### src/ahb_consts.svh
`ifndef AHB_CONSTS_SVH
`define AHB_CONSTS_SVH

// bus data width
`define AHB_DW 32

// RAM byte address width, 1 KB
`define RAM_AW 10

// haddr[31:28] region codes
`define RAM_BASE_NIBBLE  4'h0
`define GPIO_BASE_NIBBLE 4'h1

// GPIO register offsets within the region, haddr[27:0]
`define GPIO_OUT_OFS 28'h000_0000
`define GPIO_IN_OFS  28'h000_0004

`endif

### src/ahb_bus_pkg.sv
`default_nettype none

package ahb_bus_pkg;

    typedef enum logic [1:0] {
        htrans_idle   = 2'b00,
        htrans_busy   = 2'b01,
        htrans_nonseq = 2'b10,
        htrans_seq    = 2'b11
    } htrans_e;

    typedef enum logic [2:0] {
        hsize_byte = 3'b000,
        hsize_half = 3'b001,
        hsize_word = 3'b010
    } hsize_e;

    typedef enum logic {
        hresp_okay  = 1'b0,
        hresp_error = 1'b1
    } hresp_e;

    // little-endian lane enables for one transfer
    function automatic logic [3:0] lane_mask(hsize_e size, logic [1:0] ofs);
        logic [3:0] m;
        case (size)
            hsize_byte: m = 4'b0001 << ofs;
            hsize_half: m = ofs[1] ? 4'b1100 : 4'b0011;
            default:    m = 4'b1111;
        endcase
        return m;
    endfunction

endpackage

`default_nettype wire

### src/soc_map_pkg.sv
`default_nettype none

package soc_map_pkg;

    typedef enum logic [1:0] {
        slave_none    = 2'b00,
        slave_ram     = 2'b01,
        slave_gpio    = 2'b10,
        slave_default = 2'b11
    } slave_e;

    typedef enum logic [1:0] {
        err_idle   = 2'b00,
        err_first  = 2'b01,
        err_second = 2'b10
    } err_state_e;

    // two-cycle error sequence, restartable from the second cycle
    function automatic err_state_e err_next(err_state_e cur, logic start);
        err_state_e nxt;
        if (start)
            nxt = err_first;
        else if (cur == err_first)
            nxt = err_second;
        else
            nxt = err_idle;
        return nxt;
    endfunction

endpackage

`default_nettype wire

### src/ahb_resp_mux.sv
`timescale 1ns/1ps
`default_nettype none
`include "ahb_consts.svh"

module ahb_resp_mux
    import ahb_bus_pkg::*;
    import soc_map_pkg::*;
(
    input  wire logic               HCLK,
    input  wire logic               rst_n,
    input  wire slave_e             owner,
    input  wire logic               hready_in,
    input  wire logic [`AHB_DW-1:0] ram_hrdata,
    input  wire logic               ram_hreadyout,
    input  wire hresp_e             ram_hresp,
    input  wire logic [`AHB_DW-1:0] gpio_hrdata,
    input  wire logic               gpio_hreadyout,
    input  wire hresp_e             gpio_hresp,
    input  wire logic               def_hreadyout,
    input  wire hresp_e             def_hresp,
    output logic      [`AHB_DW-1:0] hrdata,
    output logic                    hready,
    output hresp_e                  hresp
);

    slave_e owner_q; // data-phase owner

    always_ff @(posedge HCLK or negedge rst_n)
    begin
        if (!rst_n)
            owner_q <= slave_none;
        else if (hready_in)
            owner_q <= owner;
    end

    always_comb
    begin
        hrdata = '0;
        hready = 1'b1;
        hresp  = hresp_okay;
        case (owner_q)
            slave_ram:
            begin
                hrdata = ram_hrdata;
                hready = ram_hreadyout;
                hresp  = ram_hresp;
            end
            slave_gpio:
            begin
                hrdata = gpio_hrdata;
                hready = gpio_hreadyout;
                hresp  = gpio_hresp;
            end
            slave_default:
            begin
                hready = def_hreadyout;
                hresp  = def_hresp;
            end
            default: ; // idle/busy, zero-wait okay
        endcase
    end

endmodule

`default_nettype wire

### config.mk
export PLATFORM = sky130hd
export DESIGN_NAME = ahb_resp_mux
export DESIGN_NICKNAME = d
export VERILOG_FILES = /design/src/ahb_bus_pkg.sv /design/src/soc_map_pkg.sv /design/src/ahb_resp_mux.sv
export VERILOG_INCLUDE_DIRS = /design/src
export SDC_FILE = /design/constraint.sdc
export NUM_CORES = 1
export LEC_CHECK = 0
export ABC_CLOCK_PERIOD_IN_PS = 3800
export BUFFER_PORTS_ARGS = -buffer_cell sky130_fd_sc_hd__buf_2
export CORE_ASPECT_RATIO = 1.5
export CORE_UTILIZATION = 30
export CTS_CLUSTER_DIAMETER = 50
export CTS_CLUSTER_SIZE = 20
export DETAILED_ROUTE_END_ITERATION = 10
export GPL_TIMING_DRIVEN = 0
export PLACE_DENSITY = 0.86
export SYNTH_ARGS = -nofsm -noshare
export SYNTH_HDL_FRONTEND = slang
export SYNTH_SLANG_ARGS = --single-unit
### constraint.sdc
create_clock -name HCLK -period 3.8 [get_ports HCLK]
set_input_delay 0.38 -clock HCLK [delete_from_list [all_inputs] [get_ports HCLK]]
set_output_delay 0.38 -clock HCLK [all_outputs]
set_load 0.05 [all_outputs]
==> impl_metrics.json <==
{
  "syn_area_per_cell_sq_um": 7.17,
  "worst_ep_arrival_time_ns": 1.77,
  "synthTopCellsByArea": "a22oi_1, nor2b_1, dfrtp_1",
  "core-area_sq_um": 2050,
  "grt_usage": 0.200,
  "grt_overflow": 0,
  "worst_pin_slew_ns": 0.305,
  "hp-class": "in -> reg",
  "root_buffer": "clkbuf_4",
  "finalNonFillerCells": 226,
  "setup_violations": 0,
  "gp_congestion": 0.654,
  "wl_met2_mm": 1.33,
  "antenna_found_initial": 0,
  "fmax_mhz": 465,
  "drt_pass1_iterations": 4,
  "largest_register": "owner_q",
  "die_w_microns": 40.3,
  "yosysWarnings": 0,
  "top_regs": "owner_q (2)",
  "critPathKind": "reg -> out",
  "fp.dieH_microns": 59.4,
  "timing.rr.start": "owner_q[0]$_DFFE_PN0P_",
  "cts_max_level": 1,
  "endpoint_kind": "output pin",
  "syn_area_sq_um": 659,
  "cp-startpoint": "owner_q[0]$_DFFE_PN0P_",
  "rows": 20,
  "syn_inst": 92,
  "boundaryPins": 109,
  "grt_pass1_vias": 840,
  "initial_core_util": 0.321,
  "relSlewSlack": 0.797,
  "wire_per_inst_microns": 10.9,
  "crit_path_max_fanout": 10,
  "synth_seq_cells": 2,
  "required_ns": 3.42,
  "num_vias": 1094,
  "numCtsBuffers": 3,
  "hold_viol": 0,
  "met3_length_microns": 205,
  "clock_skew_ns": 0,
  "p_leak_nw": 0.722,
  "clock-sinks": 2,
  "wirelength_met1_microns": 891,
  "grt_pass1_wl_mm": 3.43,
  "fillerInstances": 209,
  "fin_nets": 285,
  "layout_setup_ws_ns": 1.65,
  "drtIter0Drc": 23,
  "peakVddDrop_mv": 0.257,
  "min_from": "owner[0]",
  "drc": 0,
  "start_kind": "flip-flop",
  "netlist-cell-type-count": 13,
  "ys_seq_area_frac": 0.0759,
  "rsz0062_at_grt": "false",
  "synth_nets": 171,
  "maxCapViolations": 0,
  "antennaDiodeCount": 0,
  "synthToLayoutAreaGrowth_pct": 91.1,
  "die_area_sq_um": 2390,
  "cts_tree": "yes",
  "status": "finished clean",
  "port_buffers": 108,
  "postCtsSetupRepairBufs": 0,
  "path_clk_slew_ns": 0.03,
  "fin_crit_ns": 2.15,
  "dpl_worst_slack_ns": 1.86,
  "largest_register_ffs": 2,
  "post-route-period-util": 0.566,
  "via_per_inst": 4.84,
  "drv_slew": 0,
  "hpwl_mm": 1.99,
  "grt_max_degree": 11,
  "clk_latency_ns": 0.23,
  "top_layer": "met4",
  "dp.cells": 222,
  "power_per_cell_area_nw_per_um2": 298,
  "finalSetupTns_ns": 0,
  "synth_top_area_cell": "a22oi_1",
  "clk_path_buf_depth": 2,
  "wl_mm": 2.46,
  "layout-drive-gt1-share": 0.583,
  "ant_nets": 0,
  "synth_top_area_share": 0.376
}
cell families after synthesis:
logic type      count (synthesis)  share of synthesized area
compound gates                 37                      0.414
simple gates                   36                      0.326
buf+inv                        13                      0.108
fa+ha+maj                       4                     0.0759
flops                           2                     0.0759
where the power goes:
group / internal (mW) / switching [mW] / leakage [nW] / total, mW
registers: 0.0234 / 0.00151 / 0.0243 / 0.0249
clock network: 0.0350 / 0.0139 / 0.0138 / 0.0489
logic: 0.103 / 0.198 / 0.684 / 0.301
total: 0.162 / 0.214 / 0.722 / 0.375
metrics by stage:
step	util	area (sq um)	total power, mW	hold slack [ns]
6_report	0.614	1260	0.375	0.355
5_1_grt	0.614	1260	0.401	0.355
4_1_cts	0.614	1260	0.380	0.348
3_5_place_dp	0.598	1230	0.327	0.166
3_3_place_gp	0.598	1230	0.326	0.166
2_1_floorplan	-	659	0.242	0.0844
cells in the mapped netlist, drive strengths merged:
| library cell | number |
|---|---|
| nand2 | 3 |
| buf | 8 |
| a222oi | 1 |
| clkbuf | 3 |
| dfrtp | 2 |
| inv | 2 |
| nor2b | 32 |
| a21oi | 1 |
| nor2 | 1 |
| a22oi | 33 |
| ha | 4 |
| o21ai | 2 |
routing by layer:
layer  vias up  GRT usage
li1        564          -
met1       469      0.227
met2        57      0.362
met3         4     0.0226
met4         0     0.0714
met5         -          0
critical path, cell delays in order, from the launching register on:
cell and delay, ns:
dfrtp_1 0.36, inv_1 0.08, ha_1 0.36, clkbuf_1 0.29
nor2b_1 0.18, buf_2 0.27
layout make-up:
type                    instances  area [sq um]  area share
repair buffers                109           551       0.437
multi-input cells              77           538       0.427
plain buffers                  11          63.8      0.0506
clock buffers                   3          22.5      0.0179
well taps                      22          27.5      0.0218
inverters                       2          7.51     0.00596
flip-flops and latches          2          50.0      0.0397
layout by cell type (no fill, tap or decap), drive strengths merged:
cell type / n
dfrtp: 2
nand2: 3
clkbuf: 6
o21ai: 2
dlygate4sd3: 1
buf: 116
inv: 2
ha: 4
a222oi: 1
nor2b: 32
a22oi: 33
nor2: 1
a21oi: 1
worst paths after layout:
path                                           to  cells after the start  slack (ns)
max                                    hrdata[21]                      5        1.65
max in group asynchronous  owner_q[1]$_DFFE_PN0P_                      2        3.25
min                        owner_q[0]$_DFFE_PN0P_                      3        0.35
min in group asynchronous  owner_q[0]$_DFFE_PN0P_                      2        0.46
max reg2reg                owner_q[0]$_DFFE_PN0P_                      2        3.10
min reg2reg                owner_q[1]$_DFFE_PN0P_                      2        0.63
what timing repair did:
action | CTS | global route
endpoints found under the hold margin | 2 | 0
hold buffers | 1 | 0
resized for setup | 0 | 0
No activity file was read; power rests on OpenSTA's default activity.
