### src/ahb_consts.svh
`ifndef AHB_CONSTS_SVH
`define AHB_CONSTS_SVH

// bus data width
`define AHB_DW 32

// RAM byte address width, 1 KB
`define RAM_AW 10

// haddr[31:28] region codes
`define RAM_BASE_NIBBLE  4'h0
`define GPIO_BASE_NIBBLE 4'h1

// GPIO register offsets within the region, haddr[27:0]
`define GPIO_OUT_OFS 28'h000_0000
`define GPIO_IN_OFS  28'h000_0004

`endif

### src/ahb_bus_pkg.sv
`default_nettype none

package ahb_bus_pkg;

    typedef enum logic [1:0] {
        htrans_idle   = 2'b00,
        htrans_busy   = 2'b01,
        htrans_nonseq = 2'b10,
        htrans_seq    = 2'b11
    } htrans_e;

    typedef enum logic [2:0] {
        hsize_byte = 3'b000,
        hsize_half = 3'b001,
        hsize_word = 3'b010
    } hsize_e;

    typedef enum logic {
        hresp_okay  = 1'b0,
        hresp_error = 1'b1
    } hresp_e;

    // little-endian lane enables for one transfer
    function automatic logic [3:0] lane_mask(hsize_e size, logic [1:0] ofs);
        logic [3:0] m;
        case (size)
            hsize_byte: m = 4'b0001 << ofs;
            hsize_half: m = ofs[1] ? 4'b1100 : 4'b0011;
            default:    m = 4'b1111;
        endcase
        return m;
    endfunction

endpackage

`default_nettype wire

### src/soc_map_pkg.sv
`default_nettype none

package soc_map_pkg;

    typedef enum logic [1:0] {
        slave_none    = 2'b00,
        slave_ram     = 2'b01,
        slave_gpio    = 2'b10,
        slave_default = 2'b11
    } slave_e;

    typedef enum logic [1:0] {
        err_idle   = 2'b00,
        err_first  = 2'b01,
        err_second = 2'b10
    } err_state_e;

    // two-cycle error sequence, restartable from the second cycle
    function automatic err_state_e err_next(err_state_e cur, logic start);
        err_state_e nxt;
        if (start)
            nxt = err_first;
        else if (cur == err_first)
            nxt = err_second;
        else
            nxt = err_idle;
        return nxt;
    endfunction

endpackage

`default_nettype wire

### src/ahb_gpio_slave.sv
`timescale 1ns/1ps
`default_nettype none
`include "ahb_consts.svh"

module ahb_gpio_slave
    import ahb_bus_pkg::*;
    import soc_map_pkg::*;
(
    input  wire logic               HCLK,
    input  wire logic               rst_n,
    input  wire logic               hsel,
    input  wire logic [31:0]        haddr,
    input  wire htrans_e            htrans,
    input  wire hsize_e             hsize,
    input  wire logic               hwrite,
    input  wire logic [`AHB_DW-1:0] hwdata,
    input  wire logic               hready,
    output logic      [`AHB_DW-1:0] hrdata,
    output logic                    hreadyout,
    output hresp_e                  hresp,
    input  wire logic [31:0]        gpio_in,
    output logic      [31:0]        gpio_out
);

    logic             accept;
    logic             is_out;
    logic             is_in;
    logic             legal;
    logic             wr_q;
    logic             rd_in_q;
    logic [3:0]       mask_q;
    logic [31:0]      in_meta;
    logic [31:0]      in_sync;
    err_state_e       err_state;

    assign accept = hsel && hready &&
                    (htrans == htrans_nonseq || htrans == htrans_seq);
    assign is_out = {haddr[27:2], 2'b00} == `GPIO_OUT_OFS; // any byte of the word
    assign is_in  = {haddr[27:2], 2'b00} == `GPIO_IN_OFS;
    assign legal  = is_out || (is_in && !hwrite); // input reg is read-only

    always_ff @(posedge HCLK or negedge rst_n)
    begin
        if (!rst_n)
        begin
            wr_q      <= 1'b0;
            rd_in_q   <= 1'b0;
            err_state <= err_idle;
            in_meta   <= '0;
            in_sync   <= '0;
            gpio_out  <= '0;
        end
        else
        begin
            wr_q      <= accept && legal && hwrite;
            err_state <= err_next(err_state, accept && !legal);
            in_meta   <= gpio_in;
            in_sync   <= in_meta;
            if (accept)
                rd_in_q <= is_in;
            for (int i = 0; i < 4; i++)
            begin
                if (wr_q && mask_q[i])
                    gpio_out[i*8 +: 8] <= hwdata[i*8 +: 8];
            end
        end
    end

    always_ff @(posedge HCLK)
    begin
        if (accept)
            mask_q <= lane_mask(hsize, haddr[1:0]);
    end

    assign hrdata    = rd_in_q ? in_sync : gpio_out;
    assign hreadyout = err_state != err_first;
    assign hresp     = (err_state == err_idle) ? hresp_okay : hresp_error;

endmodule

`default_nettype wire

### config.mk
export PLATFORM = sky130hd
export DESIGN_NAME = ahb_gpio_slave
export DESIGN_NICKNAME = d
export VERILOG_FILES = /design/src/ahb_bus_pkg.sv /design/src/soc_map_pkg.sv /design/src/ahb_gpio_slave.sv
export VERILOG_INCLUDE_DIRS = /design/src
export SDC_FILE = /design/constraint.sdc
export NUM_CORES = 1
export LEC_CHECK = 0
export BUFFER_PORTS_ARGS = -buffer_cell sky130_fd_sc_hd__buf_2
export CAP_MARGIN = 25
export CORE_MARGIN = 10
export CORE_UTILIZATION = 49
export DETAILED_ROUTE_END_ITERATION = 7
export PLACE_DENSITY = 0.82
export SYNTH_ARGS = -nofsm -noshare
export SYNTH_HDL_FRONTEND = slang
export SYNTH_SLANG_ARGS = --single-unit
### constraint.sdc
create_clock -name HCLK -period 2.9 [get_ports HCLK]
set_input_delay 0.29 -clock HCLK [delete_from_list [all_inputs] [get_ports HCLK]]
set_output_delay 0.29 -clock HCLK [all_outputs]
set_load 0.02 [all_outputs]
==> impl_metrics.yaml <==
outcome:
  status: "finished, final reports clean"
critical_path:
  arrival_ns: 1.65
  r2r_cells: 3
  cp-start-kind: "flop"
  r2r_setup_slack_ns: 1.75
  r2r_start: "rd_in_q$_DFFE_PN0P_"
  crit_fanout: 33
  critPathKind: "flop to output pin"
  crit_path_end: "hrdata[5]"
  cp-end-kind: "output pin"
  cp.required_ns: 2.61
  r2r-end: "rd_in_q$_DFFE_PN0P_"
  crit_start: "rd_in_q$_DFFE_PN0P_"
clock_network:
  cts_tree: "done"
  cts.reportedPaths.clkPinSlew_ns: 0.10
  root_buffer: "clkbuf_8"
  clk_latency_ns: 0.35
  post-cts-setup-buffers: 0
  cts_buffers: 9
  cts_buffer_depth: 2
  clkSinkCount: 104
  htreeDepth: 3
route:
  drtIter0Drc: 42
  via_per_inst: 4.73
  antenna_left: 0
  drcViolationCount: 0
  routed_wirelength_um: 8510
  first_pass_iters: 4
  wire_per_inst_um: 17.5
  vias: 2301
global_routing:
  grt_max_degree: 51
  grt_usage_pct: 15.8
  grt_overflow_total: 0
  antenna_found_initial: 0
  grt_pass1_vias: 2797
  grt_pass1_wl_um: 14100
min_path:
  hp-class: "input port to flop"
layout:
  regArea_um2: 2620
  diodes: 0
  final_nets: 489
  multi_input_area_um2: 917
  num-fill-cells: 534
  fin_cells: 486
  layout-drive-gt1-share_pct: 66.1
  layout_common_cells: "165 x buf_2, 100 x dfrtp_1, 64 x mux2_2"
  final_common_cell: "buf_2"
  syn2layout_area_growth_pct: 33.2
sta:
  final-hold-violation-count: 0
  rsz0062_at_grt: "no"
  slew_viol_final: 0
  period_needed_ns: 1.94
  max_slew.worst_pin.slew_ns: 0.539
  finalClockSkew_ns: 0.0145
  tns_ns: 0
  timing.final.crit_share_pct: 66.7
  relSlewSlack_pct: 64.0
  max_clock_freq_mhz: 517
  setup_viol: 0
logic_synthesis:
  synth_area_um2: 3570
  synth_cells: 206
  syn-num-nets: 312
  yosysWarnings: 0
  yosysUniqueCellTypes: 21
  yosysTopAreaCellShare_pct: 70.1
  ys_top_cells_by_area: "dfrtp_1 70%, mux2_2 20%, edfxtp_1 3.4%"
  yosysSeqAreaShare_pct: 73.4
  yosysTopAreaCell: "dfrtp_1"
  syn_area_per_cell_um2: 17.3
  ys_seq_elements: 104
place:
  gp_congestion: 0.720
  port_buffers: 166
  dp_cells: 470
  post-dp-hpwl_um: 6700
floorplanning:
  rows: 31
  die-area_um2: 11100
  die-width_um: 105
  start_util_pct: 49.8
  core_um2: 7180
  io_pins: 172
  fp.dieH_um: 105
pwr:
  power_density_nw_per_um2: 568
  finalPower_uw: 2700
  irDropWorstVdd_v: 0.000312
  leakage_uw: 0.00231
job:
  cap_viol_max_count: 0
[cells by family after synthesis]
family	count (synthesis)	synth area share, %
AO/OA/AOI/OAI	6	0.946
buffers and inverters	7	0.876
flip-flops	104	73.4
multiplexers	64	20.2
AND/OR/NAND/NOR	25	4.55
[final cells by class]
type	count	share of cell area (%)
repair buffers	170	18.6
clock inverters	4	1.16
well taps	99	2.60
multi-input cells	95	19.3
flip-flops and latches	104	55.1
clock buffers	11	2.97
inverters	3	0.237
[synthesized netlist by cell type]
cell,instances
o21ai_0,4
nand4_1,2
mux2_2,64
nor3_1,1
and2_1,1
dfrtp_1,100
edfxtp_1,4
a31o_2,1
or2_2,1
buf_2,4
nand2_1,1
nand2b_1,1
nor2_1,4
o21ai_1,1
nor4_1,2
inv_1,3
nor2b_1,2
nand2_2,4
nor4_2,3
nand3_1,2
and4b_1,1
[worst min path at each step]
| stage | start | endpoint | slack [ns] | depth (start not counted) |
|---|---|---|---|---|
| 3_3_place_gp | in_meta[21]$_DFF_PN0_ | in_sync[21]$_DFF_PN0_ | 0.33 | 0 |
| 3_5_place_dp | rst_n | in_meta[2]$_DFF_PN0_ | 0.31 | 1 |
| 5_1_grt | gpio_in[18] | in_meta[18]$_DFF_PN0_ | 0.01 | 1 |
| 6_report | gpio_in[24] | in_meta[24]$_DFF_PN0_ | 0.03 | 1 |
| 4_1_cts | gpio_in[18] | in_meta[18]$_DFF_PN0_ | 0.02 | 1 |
| 2_1_floorplan | rst_n | err_state[0]$_DFF_PN0_ | -0.006 | 0 |
[metal layers]
layer	global-route usage, %	vias to the layer above	part of all wire (%)
met2	26.3	120	49
met3	7.86	13	12
met1	16.6	1098	38
met5	0	-	0
met4	7.16	0	1.7
li1	-	1070	-
[where the power goes]
group	internal (uW)	switching, uW
Sequential	1530	28.5
Clock	422	456
Combinational	121	147
Total	2070	631
[stage by stage]
step | hold WS, ns | setup slack [ns] | utilization (%) | cell area (um^2)
final | 0.0333 | 0.965 | 66.3 | 4760
after global routing | 0.0136 | 0.880 | 66.3 | 4760
after CTS | 0.0157 | 0.931 | 66.3 | 4760
after detailed placement | 0.309 | 1.33 | 63.4 | 4550
after global placement | 0.331 | 1.35 | 63.0 | 4520
after floorplan | -0.00559 | 1.57 | - | 3570
[what timing repair did]
action	4_1_cts	5_1_grt
hold endpoints to repair	40	0
gates resized for setup	0	0
hold buffers	1	0
[critical path, cell delays in order, from the launching register on]
cell and delay, ns:
dfrtp_1 0.33, buf_4 0.41, mux2_2 0.40, buf_2 0.16
[state kept, by name, summed over array words and instances, names as in the netlist]
name       count
mask_q         4
err_state      2
in_sync       32
wr_q           1
in_meta       32
gpio_out      32
rd_in_q        1
Power figures use the tool's default switching activity.
