File: src/ahb_consts.svh
`ifndef AHB_CONSTS_SVH
`define AHB_CONSTS_SVH

// bus data width
`define AHB_DW 32

// RAM byte address width, 1 KB
`define RAM_AW 10

// haddr[31:28] region codes
`define RAM_BASE_NIBBLE  4'h0
`define GPIO_BASE_NIBBLE 4'h1

// GPIO register offsets within the region, haddr[27:0]
`define GPIO_OUT_OFS 28'h000_0000
`define GPIO_IN_OFS  28'h000_0004

`endif

File: src/ahb_bus_pkg.sv
`default_nettype none

package ahb_bus_pkg;

    typedef enum logic [1:0] {
        htrans_idle   = 2'b00,
        htrans_busy   = 2'b01,
        htrans_nonseq = 2'b10,
        htrans_seq    = 2'b11
    } htrans_e;

    typedef enum logic [2:0] {
        hsize_byte = 3'b000,
        hsize_half = 3'b001,
        hsize_word = 3'b010
    } hsize_e;

    typedef enum logic {
        hresp_okay  = 1'b0,
        hresp_error = 1'b1
    } hresp_e;

    // little-endian lane enables for one transfer
    function automatic logic [3:0] lane_mask(hsize_e size, logic [1:0] ofs);
        logic [3:0] m;
        case (size)
            hsize_byte: m = 4'b0001 << ofs;
            hsize_half: m = ofs[1] ? 4'b1100 : 4'b0011;
            default:    m = 4'b1111;
        endcase
        return m;
    endfunction

endpackage

`default_nettype wire

File: src/soc_map_pkg.sv
`default_nettype none

package soc_map_pkg;

    typedef enum logic [1:0] {
        slave_none    = 2'b00,
        slave_ram     = 2'b01,
        slave_gpio    = 2'b10,
        slave_default = 2'b11
    } slave_e;

    typedef enum logic [1:0] {
        err_idle   = 2'b00,
        err_first  = 2'b01,
        err_second = 2'b10
    } err_state_e;

    // two-cycle error sequence, restartable from the second cycle
    function automatic err_state_e err_next(err_state_e cur, logic start);
        err_state_e nxt;
        if (start)
            nxt = err_first;
        else if (cur == err_first)
            nxt = err_second;
        else
            nxt = err_idle;
        return nxt;
    endfunction

endpackage

`default_nettype wire

File: src/ahb_decoder.sv
`timescale 1ns/1ps
`default_nettype none
`include "ahb_consts.svh"

module ahb_decoder
    import ahb_bus_pkg::*;
    import soc_map_pkg::*;
(
    input  wire logic        HCLK,
    input  wire logic        rst_n,
    input  wire logic [31:0] haddr,
    input  wire htrans_e     htrans,
    input  wire logic        hready,
    output logic             hsel_ram,
    output logic             hsel_gpio,
    output slave_e           owner,
    output logic             def_hreadyout,
    output hresp_e           def_hresp
);

    logic       active;
    err_state_e def_state;

    assign active    = htrans == htrans_nonseq || htrans == htrans_seq;
    assign hsel_ram  = haddr[31:28] == `RAM_BASE_NIBBLE;
    assign hsel_gpio = haddr[31:28] == `GPIO_BASE_NIBBLE;

    always_comb
    begin
        if (!active)
            owner = slave_none;
        else if (hsel_ram)
            owner = slave_ram;
        else if (hsel_gpio)
            owner = slave_gpio;
        else
            owner = slave_default; // unmapped
    end

    // default slave
    always_ff @(posedge HCLK or negedge rst_n)
    begin
        if (!rst_n)
            def_state <= err_idle;
        else
            def_state <= err_next(def_state, hready && owner == slave_default);
    end

    assign def_hreadyout = def_state != err_first;
    assign def_hresp     = (def_state == err_idle) ? hresp_okay : hresp_error;

endmodule

`default_nettype wire

File: config.mk
export PLATFORM = sky130hd
export DESIGN_NAME = ahb_decoder
export DESIGN_NICKNAME = d
export VERILOG_FILES = /design/src/ahb_bus_pkg.sv /design/src/soc_map_pkg.sv /design/src/ahb_decoder.sv
export VERILOG_INCLUDE_DIRS = /design/src
export SDC_FILE = /design/constraint.sdc
export NUM_CORES = 1
export LEC_CHECK = 0
export ABC_AREA = 0
export CAP_MARGIN = 20
export CORE_AREA = 2 2 39 41
export DETAILED_ROUTE_END_ITERATION = 10
export DIE_AREA = 0 0 41 43
export DONT_BUFFER_PORTS = 1
export GPL_TIMING_DRIVEN = 0
export PLACE_DENSITY_LB_ADDON = 0.25
export SLEW_MARGIN = 10
export SYNTH_ARGS = -nofsm -noshare
export SYNTH_HDL_FRONTEND = slang
export SYNTH_SLANG_ARGS = --single-unit
File: constraint.sdc
create_clock -name HCLK -period 0.8 [get_ports HCLK]
set_input_delay 0.08 -clock HCLK [delete_from_list [all_inputs] [get_ports HCLK]]
set_output_delay 0.08 -clock HCLK [all_outputs]
set_load 0.005 [all_outputs]
==> impl_metrics.toml, run 1 <==
[yosys]
synth_cell_types = 11
synth_top_cell_area_share = 0.4444
yosys.area.top_type = "dfrtp_1"
yosys_register_bits = 2
ys_warn_count = 0
yosysSeqAreaShare = 0.4444
syn-num-nets = 49
syn_avg_cell_area_um2 = 9.384
synth_cells = 12
syn_area_um2 = 112.6
synth_area_leaders = "dfrtp_1 44%, a21boi_0 6.7%, a31oi_1 5.6%"

[hold_path]
holdCritPathClass = "input port to flop"
hold_path.startpoint = "htrans[1]"
hold_end = "def_state[0]$_DFF_PN0_"
whs_path_depth = 1

[sta]
tightest_slew_ps = 443.4
finalSetupTns_ps = -179.5
min_period_ps = 922.7
rsz0062_at_grt = "true"
finalMaxSlewViolations = 0
slew_headroom = 0.7017
fin_ws_ps = -122.7
finalHoldViolCount = 0
setup_viol = 2
period_share = 1.153
fin_hold_ws_ps = 11.34
fmax_ghz = 1.084
finClkSkew_ps = 1.117

[floorplanning]
die_h_um = 43
rows = 14
die_w_um = 41
pin_count = 43
start_util = 0.08137
core-area_um2 = 1384
die-area_um2 = 1763

[place]
placed_cell_area_um2 = 132.6
pre_cts_ws_ps = 22.17
io_buffers = 0
gp_congestion = 0.5374

[global_route]
grt_start_max_net_pins = 5
grt_pass1_wl_um = 503
grt_pass1_vias = 130
grt.overflow.total = 0
grt_usage = 0.05120
antenna_found_initial = 0

[finish]
final_cell_area_um2 = 187.7
layout-drive-gt1-share = 0.2222
final-seq-area_um2 = 50.05
largest_register_ffs = 2
multi_input_area_um2 = 65.06
area_delta_synth_final_pct = 66.67
n_antenna_cell = 0
final_cell_mix = "3 x clkbuf_4, 3 x dlygate4sd3_1, 2 x dfrtp_1"
layout.nets = 57
fillers = 151
reg_top3 = "def_state (2)"
regMostFlops = "def_state"

[power]
clkPwrFrac = 0.595
cellLeakagePower_nw = 0.07668
seqPwrFrac = 0.293
ir_drop_v = 0.0004070
p_total_w = 0.0003757
p_int_w = 0.0002982
swShare = 0.2065
pwr-share-comb = 0.112
pwr_density_cell_nw_per_um2 = 2002
netSwitchingPower_w = 0.00007759

[clock_tree]
cts_tree = "yes"
clock_path_buffers = 2
h-tree-depth = 1
cts_inserted_buffers = 3
clk_pin_slew_ps = 30
cts_sinks = 2
cts_root_buffer = "clkbuf_4"
worstSkewPairLatency_ps = 220

[worst_setup_path]
path_max_fanout = 2
critPathMaxStageDelay_ps = 360
reg2reg_from = "def_state[1]$_DFF_PN0_"
cp_top_family = "flip-flops"
worst-path-buf-inv = 0
cp_data_required_time_ps = 720
critPathLaunchType = "flop"
critical_path_arrival_ps = 840
path_cells = "or2_4"
crit_path_end_kind = "primary output"
rr_worst_depth = 2
crit_slowest_cell = "dfrtp_1"
critPathKind = "flop to primary output"
cp-startpoint = "def_state[0]$_DFF_PN0_"
r2r_setup_slack_ps = 10
r2r_end = "def_state[1]$_DFF_PN0_"

[drt]
first_pass_iters = 1
vias = 121
drcViolationCount = 0
postRouteAntennaNets = 0
wl_per_cell_um = 10.91
drt_iter0_markers = 0
routed_via_density = 3.559
wirelength_um = 371

[run_status]
violations = "negative setup slack"
outcome = "finished with violations"

[job]
drv_cap = 0
how the worst max path moves through the flow:
stage / to / slack [ps] / cells past startpoint
after floorplan: def_state[0]$_DFF_PN0_ / 60 / 2
after detailed placement: def_state[1]$_DFF_PN0_ / 20 / 2
after CTS: def_hresp / -130 / 1
after global routing: def_hresp / -140 / 1
after global placement: def_state[1]$_DFF_PN0_ / 40 / 2
final: def_hresp / -120 / 1
metrics by stage:
stage                     std cells     util
final                            34   0.1356
after global routing             34   0.1356
after CTS                        34   0.1356
after detailed placement         28  0.09584
after global placement           28  0.09584
after floorplan                  12        -
cells by family after synthesis:
logic type / count (synthesis) / synth area share
AOI/OAI and AO/OA: 2 / 0.1223
DFF: 2 / 0.4445
and+or+nand+nor: 8 / 0.4335
power by group through the flow:
stage | Sequential (W) | Combinational [W] | Clock [W]
2_1_floorplan | 0.000110 | 0.0000217 | 0
3_3_place_gp | 0.000110 | 0.0000263 | 0
3_5_place_dp | 0.000111 | 0.0000265 | 0
4_1_cts | 0.000110 | 0.0000423 | 0.000240
5_1_grt | 0.000110 | 0.0000472 | 0.000241
6_report | 0.000110 | 0.0000421 | 0.000224
final cells by class:
| cell class | instances | share of cell area |
|---|---|---|
| Sequential cell | 2 | 0.2667 |
| Timing Repair Buffer | 3 | 0.1600 |
| Multi-Input combinational cell | 10 | 0.3467 |
| Clock buffer | 3 | 0.1200 |
| Tap cell | 16 | 0.1067 |
routing by layer:
| metal | vias to the layer above | share of wire | global-route usage |
|---|---|---|---|
| li1 | 56 | - | - |
| met1 | 51 | 0.42 | 0.05466 |
| met2 | 14 | 0.39 | 0.05625 |
| met3 | 0 | 0.19 | 0.02094 |
| met4 | 0 | 0 | 0.08000 |
| met5 | - | 0 | 0 |
cells in the mapped netlist:
cell and instances:
and3_1 1, dfrtp_1 2, and2_1 1, a21boi_0 1, a31oi_1 1, nor2b_1 1
or2_2 1, or3_1 1, nand2b_1 1, nor3_1 1, nor4_1 1
timing repair:
action | in CTS | in global routing
hold endpoints to repair | 3 | 0
hold buffers | 3 | 0
endpoints found under the setup margin | 2 | 3
gates resized for setup | 1 | 0
pin swaps | 1 | 1
setup buffers | 0 | 0
Power figures use the tool's default switching activity.
==> run 2, diff against run 1 <==
--- a/config.mk
+++ b/config.mk
@@ -9,11 +9,13 @@
 export ABC_AREA = 0
 export CAP_MARGIN = 20
 export CORE_AREA = 2 2 39 41
+export CTS_CLUSTER_SIZE = 28
 export DETAILED_ROUTE_END_ITERATION = 10
 export DIE_AREA = 0 0 41 43
 export DONT_BUFFER_PORTS = 1
 export GPL_TIMING_DRIVEN = 0
 export PLACE_DENSITY_LB_ADDON = 0.25
+export SKIP_CTS_REPAIR_TIMING = 1
 export SLEW_MARGIN = 10
 export SYNTH_ARGS = -nofsm -noshare
 export SYNTH_HDL_FRONTEND = slang
==> run 2 against run 1 <==
The flow still finishes with violations (negative setup slack). Critical path depth stayed put. Total power down 0.27%. Sequential power barely moved. Sequential cell count unchanged. Count of clock-buffer cells in the layout unchanged. Via count fell by 0.83%. Clock skew unchanged. Global-route usage shrank 0.30 points. Highest routed layer unchanged.
==> impl_metrics.toml, run 2 (synthesized netlist as in run 1, its figures left out) <==
[floorplanning]
die-area_um2 = 1763
core-area_um2 = 1384
die_w_um = 41
rows = 14
start_util = 0.08137
pin_count = 43
die_h_um = 43

[clock_tree]
h-tree-depth = 1
clk_pin_slew_ps = 30
cts_inserted_buffers = 3
cts_sinks = 2
clock_path_buffers = 2
cts_tree = "yes"
worstSkewPairLatency_ps = 220
cts_root_buffer = "clkbuf_4"

[worst_setup_path]
crit_slowest_cell = "dfrtp_1"
path_max_fanout = 2
crit_path_end_kind = "primary output"
r2r_end = "def_state[1]$_DFF_PN0_"
rr_worst_depth = 2
critPathMaxStageDelay_ps = 360
cp.depth = 1
cp_top_family = "flip-flops"
cp_data_required_time_ps = 720
critPathKind = "flop to primary output"
critPathLaunchType = "flop"
r2r_setup_slack_ps = 20
critical_path_arrival_ps = 840
reg2reg_from = "def_state[1]$_DFF_PN0_"
path_cells = "or2_4"
worst-path-buf-inv = 0

[hold_path]
holdCritPathClass = "input port to flop"
hold_path.startpoint = "htrans[1]"
hold_end = "def_state[0]$_DFF_PN0_"
whs_path_depth = 1

[global_route]
grt.overflow.total = 0
grt_start_max_net_pins = 5
grt_usage = 0.04819
grt_pass1_vias = 126
antenna_found_initial = 0
grt_pass1_wl_um = 469

[finish]
regMostFlops = "def_state"
layout.nets = 57
final_cell_mix = "3 x clkbuf_4, 3 x dlygate4sd3_1, 2 x dfrtp_1"
fillers = 156
area_delta_synth_final_pct = 66.67
layout-drive-gt1-share = 0.2222
n_antenna_cell = 0
largest_register_ffs = 2
reg_top3 = "def_state (2)"

[drt]
routed_via_density = 3.529
wl_per_cell_um = 10.91
postRouteAntennaNets = 0
drcViolationCount = 0
vias = 120
drt_iter0_markers = 0
first_pass_iters = 1
wirelength_um = 371

[place]
io_buffers = 0
pre_cts_ws_ps = 22.17
gp_congestion = 0.5374

[sta]
fin_hold_ws_ps = 11.33
rsz0062_at_grt = "true"
slew_headroom = 0.7016
min_period_ps = 922.0
fin_ws_ps = -122.0
fmax_ghz = 1.085
finalMaxSlewViolations = 0
setup_viol = 2
finalHoldViolCount = 0
tightest_slew_ps = 443.5
finClkSkew_ps = 1.117
period_share = 1.153

[power]
p_total_w = 0.0003747
ir_drop_v = 0.0004125
pwr_density_cell_nw_per_um2 = 1997
cellLeakagePower_nw = 0.07668

[job]
drv_cap = 0

[run_status]
violations = "negative setup slack"
outcome = "finished with violations"
## run 2: cell counts in the layout (fill, tap and decap cells not counted)
No cell type changed its count.
## run 2: worst max-delay path by stage
stage	startpoint	endpoint	slack, ps
2_1_floorplan	haddr[31]	def_state[0]$_DFF_PN0_	60
3_3_place_gp	def_state[1]$_DFF_PN0_	def_state[1]$_DFF_PN0_	40
3_5_place_dp	def_state[1]$_DFF_PN0_	def_state[1]$_DFF_PN0_	20
4_1_cts	def_state[0]$_DFF_PN0_	def_hresp	-190
5_1_grt	def_state[0]$_DFF_PN0_	def_hresp	-140
6_report	def_state[0]$_DFF_PN0_	def_hresp	-120
## run 2: through the flow
| step | setup TNS [ps] | instance area (um2) | instances | util |
|---|---|---|---|---|
| after floorplan | 0 | 112.6 | 12 | - |
| after global placement | 0 | 132.6 | 28 | 0.09584 |
| after detailed placement | 0 | 132.6 | 28 | 0.09584 |
| after CTS | -248.4 | 155.1 | 31 | 0.1121 |
| after global routing | -251.1 | 187.7 | 34 | 0.1356 |
| final | -171.5 | 187.7 | 34 | 0.1356 |
## run 2: per-layer routing
| layer | global-route usage | part of all wire |
|---|---|---|
| met5 | 0 | 0 |
| met4 | 0.08000 | 0 |
| met2 | 0.04688 | 0.39 |
| met1 | 0.05466 | 0.41 |
| met3 | 0.02094 | 0.20 |
## run 2: power breakdown
part / switching (W) / total [W] / internal, W / leakage, nW
Clock: 0.0000581 / 0.000224 / 0.000166 / 0.0138
Sequential: 0.00000257 / 0.000110 / 0.000108 / 0.0264
Combinational: 0.0000160 / 0.0000410 / 0.0000251 / 0.0365
## run 2: cell type report
type | count | area [um2] | area share
multi-input combinational | 10 | 65.06 | 0.3467
sequential | 2 | 50.05 | 0.2667
timing repair buffer | 3 | 30.03 | 0.1600
clock buffer | 3 | 22.52 | 0.1200
tap | 16 | 20.02 | 0.1067
==> run 3, diff against run 2 <==
--- a/config.mk
+++ b/config.mk
@@ -15,6 +15,7 @@
 export DONT_BUFFER_PORTS = 1
 export GPL_TIMING_DRIVEN = 0
 export PLACE_DENSITY_LB_ADDON = 0.25
+export SETUP_SLACK_MARGIN = 0.02
 export SKIP_CTS_REPAIR_TIMING = 1
 export SLEW_MARGIN = 10
 export SYNTH_ARGS = -nofsm -noshare
==> run 3 against run 2 <==
The run still ends with negative setup slack left. Critical endpoint unchanged. Count of clock-buffer cells in the layout unchanged. Total power increased by 0.29%. Final cell count unchanged. Via count increased by 2.5%. Global-route usage unchanged. Critical path depth unchanged.
==> impl_metrics.toml, run 3 (synthesized netlist as in run 1, its figures left out) <==
[run_status]
outcome = "finished with violations"
violations = "negative setup slack"

[power]
ir_drop_v = 0.0004125
pwr_density_cell_nw_per_um2 = 1938
cellLeakagePower_nw = 0.07714

[finish]
n_antenna_cell = 0
regMostFlops = "def_state"
final_cell_area_um2 = 193.9
reg_top3 = "def_state (2)"
final_cell_mix = "3 x clkbuf_4, 3 x dlygate4sd3_1, 2 x dfrtp_1"
largest_register_ffs = 2
layout.nets = 57
layout.cells.non_filler = 34
layout-drive-gt1-share = 0.2778
area_delta_synth_final_pct = 72.22

[clock_tree]
cts_tree = "yes"
cts_inserted_buffers = 3
cts_root_buffer = "clkbuf_4"
cts_sinks = 2
h-tree-depth = 1
clk_pin_slew_ps = 30
clock_path_buffers = 2
worstSkewPairLatency_ps = 220

[global_route]
gr-max-usage-layer = "met4"
grt_use_met3 = 0.02094
grt_pass1_vias = 126
grt_usage = 0.04819
gr-usage-met1 = 0.05466
antenna_found_initial = 0
grt_start_max_net_pins = 5
grt.met2_usage = 0.04688
grt.overflow.total = 0
grt_pass1_wl_um = 469

[drt]
wirelength_um = 407
first_pass_iters = 1
wl_per_cell_um = 11.97
routed_via_density = 3.618
vias = 123
drt_iter0_markers = 0
drcViolationCount = 0
postRouteAntennaNets = 0

[floorplanning]
pin_count = 43
die_w_um = 41
die-area_um2 = 1763
start_util = 0.08137
rows = 14
die_h_um = 43
core-area_um2 = 1384

[sta]
finClkSkew_ps = 1.284
min_period_ps = 922.2
finalHoldViolCount = 0
fin_ws_ps = -122.2
fmax_ghz = 1.084
setup_viol = 2
finalSetupTns_ps = -171.8
tightest_slew_ps = 346.4
rsz0062_at_grt = "true"
finalMaxSlewViolations = 0
slew_headroom = 0.7672
period_share = 1.153

[hold_path]
hold_path.startpoint = "htrans[1]"
hold_end = "def_state[0]$_DFF_PN0_"
whs_path_depth = 1
holdCritPathClass = "input port to flop"

[worst_setup_path]
critPathLaunchType = "flop"
critPathKind = "flop to primary output"
reg2reg_from = "def_state[1]$_DFF_PN0_"
critPathMaxStageDelay_ps = 360
rr_worst_depth = 2
cp_data_required_time_ps = 720
r2r_setup_slack_ps = 20
critical_path_arrival_ps = 840
worst-path-buf-inv = 0
crit_path_end_kind = "primary output"
cp_top_family = "flip-flops"
crit_slowest_cell = "dfrtp_1"
r2r_end = "def_state[1]$_DFF_PN0_"
path_cells = "or2_4"
path_max_fanout = 2

[place]
pre_cts_ws_ps = 22.17
gp_congestion = 0.5374
placed_cell_area_um2 = 132.6
io_buffers = 0
place_inst = 28

[job]
drv_cap = 0
## run 3: worst max-delay path by stage
stage	startpoint	to	slack, ps	depth (start not counted)
after floorplan	haddr[31]	def_state[0]$_DFF_PN0_	60	2
after global placement	def_state[1]$_DFF_PN0_	def_state[1]$_DFF_PN0_	40	2
after detailed placement	def_state[1]$_DFF_PN0_	def_state[1]$_DFF_PN0_	20	2
after CTS	def_state[0]$_DFF_PN0_	def_hresp	-190	1
after global routing	def_state[0]$_DFF_PN0_	def_hresp	-140	1
final	def_state[0]$_DFF_PN0_	def_hresp	-120	1
## run 3: routing by layer
| metal | part of all wire | up-vias | routed length [um] |
|---|---|---|---|
| met5 | 0 | - | 0 |
| met4 | 0 | 0 | 0 |
| met3 | 0.18 | 0 | 75 |
| met2 | 0.44 | 14 | 180 |
| met1 | 0.37 | 53 | 151 |
| li1 | - | 56 | - |
## run 3: cell type report
type	instances	area, um2
fillers	156	1190
repair buffers	3	30.03
well taps	16	20.02
flip-flops and latches	2	50.05
clock buffers	3	22.52
multi-input cells	10	71.32
## run 3: metrics by stage
stage	util	hold WS, ps	power, W
2_1_floorplan	-	-215.6	0.0001318
3_3_place_gp	0.09584	-215.5	0.0001367
3_5_place_dp	0.09584	-215.4	0.0001370
4_1_cts	0.1121	-457.2	0.0003762
5_1_grt	0.1401	10.37	0.0003988
6_report	0.1401	11.15	0.0003758
## run 3: report_power, final
part	switching, W	internal [W]
Clock	0.0000583	0.000166
Combinational	0.0000162	0.0000257
Sequential	0.00000257	0.000108
